==> config.mk <==
export PLATFORM = sky130hd
export DESIGN_NAME = cop_top
export DESIGN_NICKNAME = d
export VERILOG_FILES = /design/src/apb_pkg.sv /design/src/cop_pkg.sv /design/src/sync_fifo.sv /design/src/apb_regs.sv /design/src/op_engine.sv /design/src/cop_top.sv
export VERILOG_INCLUDE_DIRS = /design/src
export SDC_FILE = /design/constraint.sdc
export NUM_CORES = 1
export LEC_CHECK = 0
export BUFFER_PORTS_ARGS = -buffer_cell sky130_fd_sc_hd__buf_4
export CELL_PAD_IN_SITES_DETAIL_PLACEMENT = 1
export CELL_PAD_IN_SITES_GLOBAL_PLACEMENT = 2
export CORE_ASPECT_RATIO = 1.75
export CORE_UTILIZATION = 40
export CTS_BUF_LIST = sky130_fd_sc_hd__clkbuf_4 sky130_fd_sc_hd__clkbuf_8
export CTS_CLUSTER_SIZE = 14
export DETAILED_ROUTE_END_ITERATION = 8
export PLACE_DENSITY = 0.87
export SLEW_MARGIN = 20
export SYNTH_ARGS = -nofsm -noshare
export SYNTH_HDL_FRONTEND = slang
export SYNTH_SLANG_ARGS = --single-unit
==> constraint.sdc <==
create_clock -name i_clk -period 7.1 [get_ports i_clk]
set_input_delay 1.065 -clock i_clk [delete_from_list [all_inputs] [get_ports i_clk]]
set_output_delay 1.065 -clock i_clk [all_outputs]
set_load 0.02 [all_outputs]
==> src/cop_settings.svh <==
`ifndef COP_SETTINGS_SVH
`define COP_SETTINGS_SVH

// Datapath widths.
`define COP_OPND_W 16
`define COP_RES_W 32

// Queue depths.
`define COP_CMDQ_DEPTH 4  // Command queue.
`define COP_RESQ_DEPTH 8  // Result queue.

// Register offsets within the APB window.
`define COP_ADDR_OP   4'h0
`define COP_ADDR_CMD  4'h4
`define COP_ADDR_RES  4'h8
`define COP_ADDR_STAT 4'hC

`endif

==> src/apb_pkg.sv <==
`include "cop_settings.svh"

package apb_pkg;

  // Request as seen by the slave.
  typedef struct packed {
    logic        sel;
    logic        enable;
    logic        write;
    logic [3:0]  addr;
    logic [31:0] wdata;
  } apb_req_t;

  // Response back to the host.
  typedef struct packed {
    logic        ready;
    logic        slverr;
    logic [31:0] rdata;
  } apb_rsp_t;

  // Register offsets.
  typedef enum logic [3:0] {
    REG_OP   = `COP_ADDR_OP,
    REG_CMD  = `COP_ADDR_CMD,
    REG_RES  = `COP_ADDR_RES,
    REG_STAT = `COP_ADDR_STAT
  } apb_reg_e;

endpackage

==> src/cop_pkg.sv <==
`include "cop_settings.svh"

package cop_pkg;

  // Operations, all on zero-extended operands.
  typedef enum logic [1:0] {
    OP_ADD = 2'd0,  // a + b.
    OP_SUB = 2'd1,  // a - b, wraps modulo 2^32.
    OP_MUL = 2'd2,  // a * b.
    OP_XOR = 2'd3   // a ^ b.
  } cop_op_e;

  // One command in the command queue.
  typedef struct packed {
    cop_op_e                op;
    logic [`COP_OPND_W-1:0] a;
    logic [`COP_OPND_W-1:0] b;
  } cop_cmd_t;

  // One result in the result queue, tagged with its opcode.
  typedef struct packed {
    logic [`COP_RES_W-1:0] value;
    cop_op_e               op;
  } cop_res_t;

  typedef enum logic {
    ENG_IDLE = 1'b0,  // Stage empty.
    ENG_HOLD = 1'b1   // Result waiting for the result queue.
  } eng_state_e;

endpackage

==> src/sync_fifo.sv <==
`timescale 1ns/1ps

module sync_fifo #(
  parameter int WIDTH = 8,
  parameter int DEPTH = 4
) (
  input  logic                         i_clk,
  input  logic                         i_rst_n,
  input  logic                         i_flush,

  input  logic [WIDTH-1:0]             i_data,
  input  logic                         i_valid,  // Push request.
  output logic                         o_ready,  // Not full.

  output logic [WIDTH-1:0]             o_data,
  output logic                         o_valid,  // Not empty.
  input  logic                         i_ready,  // Pop request.

  output logic [$clog2(DEPTH+1)-1:0]   o_count
);

  localparam int PTR_W = (DEPTH > 1) ? $clog2(DEPTH) : 1;
  localparam int CNT_W = $clog2(DEPTH + 1);

  // Pointers carry one extra wrap bit above the index.
  logic [PTR_W:0]     wptr_q;
  logic [PTR_W:0]     rptr_q;
  logic [CNT_W-1:0]   count_q;
  logic [WIDTH-1:0]   mem [DEPTH];
  logic               do_push;
  logic               do_pop;
  logic               same_idx;

  // Advance a pointer, toggling the wrap bit at the last entry.
  function automatic logic [PTR_W:0] ptr_inc(input logic [PTR_W:0] ptr);
    logic [PTR_W:0] nxt;
    if (ptr[PTR_W-1:0] == PTR_W'(DEPTH - 1)) begin
      nxt = {~ptr[PTR_W], {PTR_W{1'b0}}};
    end else begin
      nxt = ptr + 1'b1;
    end
    return nxt;
  endfunction

  assign same_idx = (wptr_q[PTR_W-1:0] == rptr_q[PTR_W-1:0]);
  assign o_valid  = !(same_idx && (wptr_q[PTR_W] == rptr_q[PTR_W]));
  assign o_ready  = !(same_idx && (wptr_q[PTR_W] != rptr_q[PTR_W]));

  // A flush wins over both handshakes.
  assign do_push = i_valid && o_ready && !i_flush;
  assign do_pop  = o_valid && i_ready && !i_flush;

  always_ff @(posedge i_clk) begin
    if (!i_rst_n || i_flush) begin
      wptr_q <= '0;
      rptr_q <= '0;
    end else begin
      if (do_push) wptr_q <= ptr_inc(wptr_q);
      if (do_pop)  rptr_q <= ptr_inc(rptr_q);
    end
  end

  // Occupancy counter, kept apart from the pointers.
  always_ff @(posedge i_clk) begin
    if (!i_rst_n || i_flush) begin
      count_q <= '0;
    end else if (do_push && !do_pop) begin
      count_q <= count_q + 1'b1;
    end else if (do_pop && !do_push) begin
      count_q <= count_q - 1'b1;
    end
  end

  assign o_count = count_q;

  always_ff @(posedge i_clk) begin
    if (do_push) begin
      mem[wptr_q[PTR_W-1:0]] <= i_data;
    end
  end

  assign o_data = mem[rptr_q[PTR_W-1:0]];  // Head entry.

endmodule

==> src/apb_regs.sv <==
`timescale 1ns/1ps

module apb_regs (
  input  logic              i_clk,
  input  logic              i_rst_n,

  input  apb_pkg::apb_req_t i_apb,
  output apb_pkg::apb_rsp_t o_apb,

  output cop_pkg::cop_cmd_t o_cmd,
  output logic              o_cmd_valid,
  input  logic              i_cmd_ready,

  input  cop_pkg::cop_res_t i_res,
  input  logic              i_res_valid,
  output logic              o_res_ready,

  input  logic [3:0]        i_cmd_count,
  input  logic [3:0]        i_res_count,

  output logic              o_flush
);

  import apb_pkg::*;
  import cop_pkg::*;

  logic        access;
  logic        wr_op;
  logic [31:0] stat_word;
  cop_op_e     op_q;

  // Access phase of a transfer. No wait states.
  assign access = i_apb.sel && i_apb.enable;

  // Status word for STAT reads.
  assign stat_word = {14'b0, !i_res_valid, !i_cmd_ready,
                      4'b0, i_res_count, 4'b0, i_cmd_count};

  // Command built from the write data and the current opcode.
  assign o_cmd.op = op_q;
  assign o_cmd.a  = i_apb.wdata[31:16];
  assign o_cmd.b  = i_apb.wdata[15:0];

  always_comb begin
    o_apb.ready  = access;
    o_apb.slverr = 1'b0;
    o_apb.rdata  = '0;
    o_cmd_valid  = 1'b0;
    o_res_ready  = 1'b0;
    o_flush      = 1'b0;
    wr_op        = 1'b0;
    if (access) begin
      case (i_apb.addr)
        REG_OP: begin
          if (i_apb.write) wr_op = 1'b1;
          else o_apb.rdata = {30'b0, op_q};
        end
        REG_CMD: begin
          // Push offered on every write. A full queue drops it.
          o_cmd_valid  = i_apb.write;
          o_apb.slverr = !i_apb.write || !i_cmd_ready;
        end
        REG_RES: begin
          if (!i_apb.write && i_res_valid) begin
            o_res_ready = 1'b1;          // Pop the head.
            o_apb.rdata = i_res.value;
          end else begin
            o_apb.slverr = 1'b1;         // Empty queue or write.
          end
        end
        REG_STAT: begin
          if (i_apb.write) o_flush = i_apb.wdata[0];
          else o_apb.rdata = stat_word;
        end
        default: o_apb.slverr = 1'b1;  // Unmapped offset.
      endcase
    end
  end

  // Opcode register.
  always_ff @(posedge i_clk) begin
    if (!i_rst_n) begin
      op_q <= OP_ADD;
    end else if (wr_op) begin
      op_q <= cop_op_e'(i_apb.wdata[1:0]);
    end
  end

endmodule

==> src/op_engine.sv <==
`timescale 1ns/1ps
`include "cop_settings.svh"

module op_engine (
  input  logic              i_clk,
  input  logic              i_rst_n,
  input  logic              i_flush,

  input  cop_pkg::cop_cmd_t i_cmd,
  input  logic              i_cmd_valid,
  output logic              o_cmd_ready,

  output cop_pkg::cop_res_t o_res,
  output logic              o_res_valid,
  input  logic              i_res_ready
);

  import cop_pkg::*;

  eng_state_e            state_q;
  cop_res_t              res_q;
  logic                  take;
  logic [`COP_RES_W-1:0] a_ext;
  logic [`COP_RES_W-1:0] b_ext;
  logic [`COP_RES_W-1:0] alu_out;

  // Stage is free when empty or when its result leaves this cycle.
  assign o_cmd_ready = (state_q == ENG_IDLE) || i_res_ready;
  assign take        = i_cmd_valid && o_cmd_ready && !i_flush;

  assign a_ext = `COP_RES_W'(i_cmd.a);  // Zero extension.
  assign b_ext = `COP_RES_W'(i_cmd.b);

  always_comb begin
    case (i_cmd.op)
      OP_ADD:  alu_out = a_ext + b_ext;
      OP_SUB:  alu_out = a_ext - b_ext;  // Wraps.
      OP_MUL:  alu_out = a_ext * b_ext;
      OP_XOR:  alu_out = a_ext ^ b_ext;
      default: alu_out = '0;
    endcase
  end

  always_ff @(posedge i_clk) begin
    if (!i_rst_n || i_flush) begin
      state_q <= ENG_IDLE;  // A flush drops any held result.
    end else begin
      case (state_q)
        ENG_IDLE: if (take) state_q <= ENG_HOLD;
        ENG_HOLD: if (i_res_ready && !take) state_q <= ENG_IDLE;
        default:  state_q <= ENG_IDLE;
      endcase
    end
  end

  // Result register.
  always_ff @(posedge i_clk) begin
    if (take) begin
      res_q.value <= alu_out;
      res_q.op    <= i_cmd.op;
    end
  end

  assign o_res       = res_q;
  assign o_res_valid = (state_q == ENG_HOLD);

endmodule

==> src/cop_top.sv <==
`timescale 1ns/1ps
`include "cop_settings.svh"

module cop_top (
  input  logic              i_clk,
  input  logic              i_rst_n,
  input  apb_pkg::apb_req_t i_apb,
  output apb_pkg::apb_rsp_t o_apb
);

  import cop_pkg::*;

  localparam int CMD_W      = $bits(cop_cmd_t);
  localparam int RES_W      = $bits(cop_res_t);
  localparam int CMDQ_CNT_W = $clog2(`COP_CMDQ_DEPTH + 1);
  localparam int RESQ_CNT_W = $clog2(`COP_RESQ_DEPTH + 1);

  cop_cmd_t              cmd_in, cmd_head;
  cop_res_t              res_in, res_head;
  logic                  cmd_in_valid, cmd_in_ready, cmd_head_valid, cmd_head_ready;
  logic                  res_in_valid, res_in_ready, res_head_valid, res_head_ready;
  logic [CMDQ_CNT_W-1:0] cmd_count;
  logic [RESQ_CNT_W-1:0] res_count;
  logic                  flush;

  apb_regs apb_regs_i (
    .i_clk(i_clk), .i_rst_n(i_rst_n), .i_apb(i_apb), .o_apb(o_apb),
    .o_cmd(cmd_in), .o_cmd_valid(cmd_in_valid), .i_cmd_ready(cmd_in_ready),
    .i_res(res_head), .i_res_valid(res_head_valid), .o_res_ready(res_head_ready),
    .i_cmd_count(4'(cmd_count)), .i_res_count(4'(res_count)), .o_flush(flush)
  );

  sync_fifo #(.WIDTH(CMD_W), .DEPTH(`COP_CMDQ_DEPTH)) cmd_q (
    .i_clk(i_clk), .i_rst_n(i_rst_n), .i_flush(flush),
    .i_data(cmd_in), .i_valid(cmd_in_valid), .o_ready(cmd_in_ready),
    .o_data(cmd_head), .o_valid(cmd_head_valid), .i_ready(cmd_head_ready),
    .o_count(cmd_count)
  );

  op_engine op_engine_i (
    .i_clk(i_clk), .i_rst_n(i_rst_n), .i_flush(flush),
    .i_cmd(cmd_head), .i_cmd_valid(cmd_head_valid), .o_cmd_ready(cmd_head_ready),
    .o_res(res_in), .o_res_valid(res_in_valid), .i_res_ready(res_in_ready)
  );

  sync_fifo #(.WIDTH(RES_W), .DEPTH(`COP_RESQ_DEPTH)) res_q (
    .i_clk(i_clk), .i_rst_n(i_rst_n), .i_flush(flush),
    .i_data(res_in), .i_valid(res_in_valid), .o_ready(res_in_ready),
    .o_data(res_head), .o_valid(res_head_valid), .i_ready(res_head_ready),
    .o_count(res_count)
  );

endmodule

==> flow_summary.toml <==
[sta]
hold_slack_ns = 0.5111
worst_slew_pin_slew_ns = 1.024
drv_slew = 0
grt_setup_unrepaired = "false"
period_share = 0.9680
hold_violations = 0
fin_crit_ns = 6.873
setup_violations = 0
relSlewSlack = 0.3145
clock_skew_ns = 0.04510
fmax_mhz = 145.5

[global_routing]
top_usage_layer = "met2"
gr-usage-met1 = 0.2190
grt_usage = 0.2155
grt_util_met3 = 0.02062
use_met2 = 0.4212
antenna_found_initial = 1
grt_max_degree = 65
grt_pass1_vias = 19970
grt_pass1_wl_mm = 115.2
overflow = 0

[final_layout]
syn2layout_area_growth_pct = 13.26
final_area_um2 = 31470
fill_cells = 7202
drive_gt1_frac = 0.1923
fin_nets = 2713

[detailed_routing]
vias = 17430
first_pass_iters = 5
routed_wl_mm = 75.56
vias_per_cell = 5.312
wire_per_inst_um = 23.03
final_antenna_net_count = 0
drc = 0
drtIter0Drc = 775

[worst_setup_path]
max_stage_delay_ns = 0.67
path_common_cell = "fa_1"
worstSetupStartpointType = "register"
slowest_stage = "mux4_2"
critPathArrivalTime_ns = 7.26
crit_type = "reg2reg"
crit_path_end_kind = "register"
critPathMaxFanout = 12
crit_path_cell_trace = "clkbuf_16, mux4_2, nand2_1, fa_1, fa_1, fa_1, inv_1, fa_1, fa_1, inv_1, fa_1, inv_1, ha_1, and3_1, and3_2, a311oi_4, nor4_2, o21ai_2, and2_4, xor2_1, o21ai_0"
required_ns = 7.49

[synth]
synth_seq_cells = 453
synth_edf_count = 424
async_flop_share = 0
synthTopCellsByArea = "edfxtp_1 46%, fa_1 14%, mux4_2 7.0%"
ys_seq_area_frac = 0.4791
synth.distinct_cells = 80
synthCells = 2164
yosys.area.top_type_share = 0.4582
synth_nets = 2552
synth_area_per_cell_um2 = 12.84
synth_flop_cell = "edfxtp_1"
ys_warn_count = 0
synth_area_um2 = 27790
yosysTopAreaCell = "edfxtp_1"

[clocking]
clk_latency_ns = 0.70
clk_pin_slew_worst_paths_ns = 0.07
cts_made_buffers = 61
cts.htree.levels = 2
cts_root_buffer = "clkbuf_8"
clk_path_buf_depth = 3
cts_tree = "yes"
cts_sinks = 453

[floorplanning]
fp.dieW_um = 201.2
dieArea_um2 = 70570
dieHeight_um = 350.7
io_pins = 75
rows = 127
start_util = 0.4048
core-area_um2 = 68650

[placed_design]
placement.io_buffers = 74
placed_cell_area_um2 = 29890
dpl.hpwl_mm = 57.83
place.gp.congestion = 0.9469

[outcome]
status = "finished clean"

[job]
drv_cap = 0

[worst_hold_path]
hp-class = "reg2reg"
placed cells by master (no fill, tap or decap), types with 18 or more instances in the layout:
cell type / count
nor2b_1: 25
dfxtp_1: 24
mux2_2: 20
xnor2_1: 25
fa_1: 198
edfxtp_1: 424
clkinv_2: 18
a21oi_1: 74
nand2_1: 196
mux2i_1: 43
and2_1: 42
nand3_1: 20
inv_1: 282
mux4_2: 86
nor2_1: 157
ha_1: 148
clkbuf_8: 63
buf_4: 178
o21ai_0: 77
final cells by class:
| cell class | instances | area (um2) | area share |
|---|---|---|---|
| repair buffers | 187 | 1500 | 0.04766 |
| clock inverters | 37 | 352.8 | 0.01121 |
| clock buffers | 78 | 979.7 | 0.03113 |
| well taps | 903 | 1130 | 0.03590 |
| flip-flops and latches | 453 | 13330 | 0.4234 |
| diodes | 1 | 2.502 | 0.00007951 |
| inverters | 286 | 1076 | 0.03419 |
| multi-input cells | 1336 | 13110 | 0.4164 |
logic make-up after synthesis:
family                     count (synthesis)  synth area share
xor gates and xnor gates                  42           0.01324
DFF                                      453            0.4791
buffers and inverters                    376           0.05367
and+or+nand+nor                          515           0.08443
muxes                                    151           0.09424
adders and majority gates                347            0.2097
AOI/OAI and AO/OA                        280           0.06560
flip-flops by register name (all words and copies together) (netlist names), named ones only:
register / count
res_q.mem: 256
res_q.wptr_q: 4
apb_regs_i.op_q: 2
op_engine_i.o_res: 32
cmd_q.mem: 136
cmd_q.o_count: 3
cmd_q.rptr_q: 3
res_q.rptr_q: 4
cmd_q.wptr_q: 3
res_q.o_count: 4
op_engine_i.o_res_valid: 1
synth_stat cells, types with 20 or more instances:
cell	n
a21oi_1	76
and2_1	43
buf_2	26
clkbuf_1	52
dfxtp_1	29
edfxtp_1	424
fa_1	198
ha_1	149
inv_1	284
mux2_2	20
mux2i_1	43
mux4_2	86
nand2_1	196
nand3_1	20
nor2_1	159
nor2b_1	25
o21ai_0	82
xnor2_1	25
what timing repair did:
item | 4_1_cts | 5_1_grt
resized for setup | 3 | 16
cloned | 0 | 3
hold buffers | 0 | 0
pin swaps | 1 | 2
setup buffers | 2 | 11
setup endpoints to repair | 3 | 11
routing by layer:
metal	routed length [um]	share of wire
met1	27060	0.36
met2	41620	0.55
met3	2021	0.027
met4	4853	0.064
met5	0	0
critical path, delay by kind of cell (launching register included):
kind            cells  cell delay, ns
flops               1            0.43
buf+inv             4            0.36
simple gates        5            0.98
xor+xnor            1            0.17
mux                 1            0.67
fa+ha+maj           7            3.30
compound gates      3            0.69
final timing paths:
path	start	endpoint	slack, ns	cells past startpoint
setup reg to reg	register	op_engine_i.o_res[28]$_DFFE_PP_	0.23	21
hold reg to reg	res_q.o_count[3]$_SDFFE_PP0P_	res_q.o_count[3]$_SDFFE_PP0P_	0.51	2
setup / recovery	register	op_engine_i.o_res[28]$_DFFE_PP_	0.23	21
hold / removal	res_q.o_count[3]$_SDFFE_PP0P_	res_q.o_count[3]$_SDFFE_PP0P_	0.51	2
per-stage QoR:
stage	TNS (ns)	cells	setup WS, ns	utilization
floorplan	0	2164	0.1035	-
global placement	0	3149	0.01860	0.4354
detailed placement	-0.4423	3149	-0.1693	0.4354
CTS	0	3266	0.04442	0.4553
global route	0	3281	0.003950	0.4585
finish	0	3281	0.2269	0.4585
Power is not shown: default switching activity piles up to over one toggle a cycle in this logic, so the estimate is an artifact.
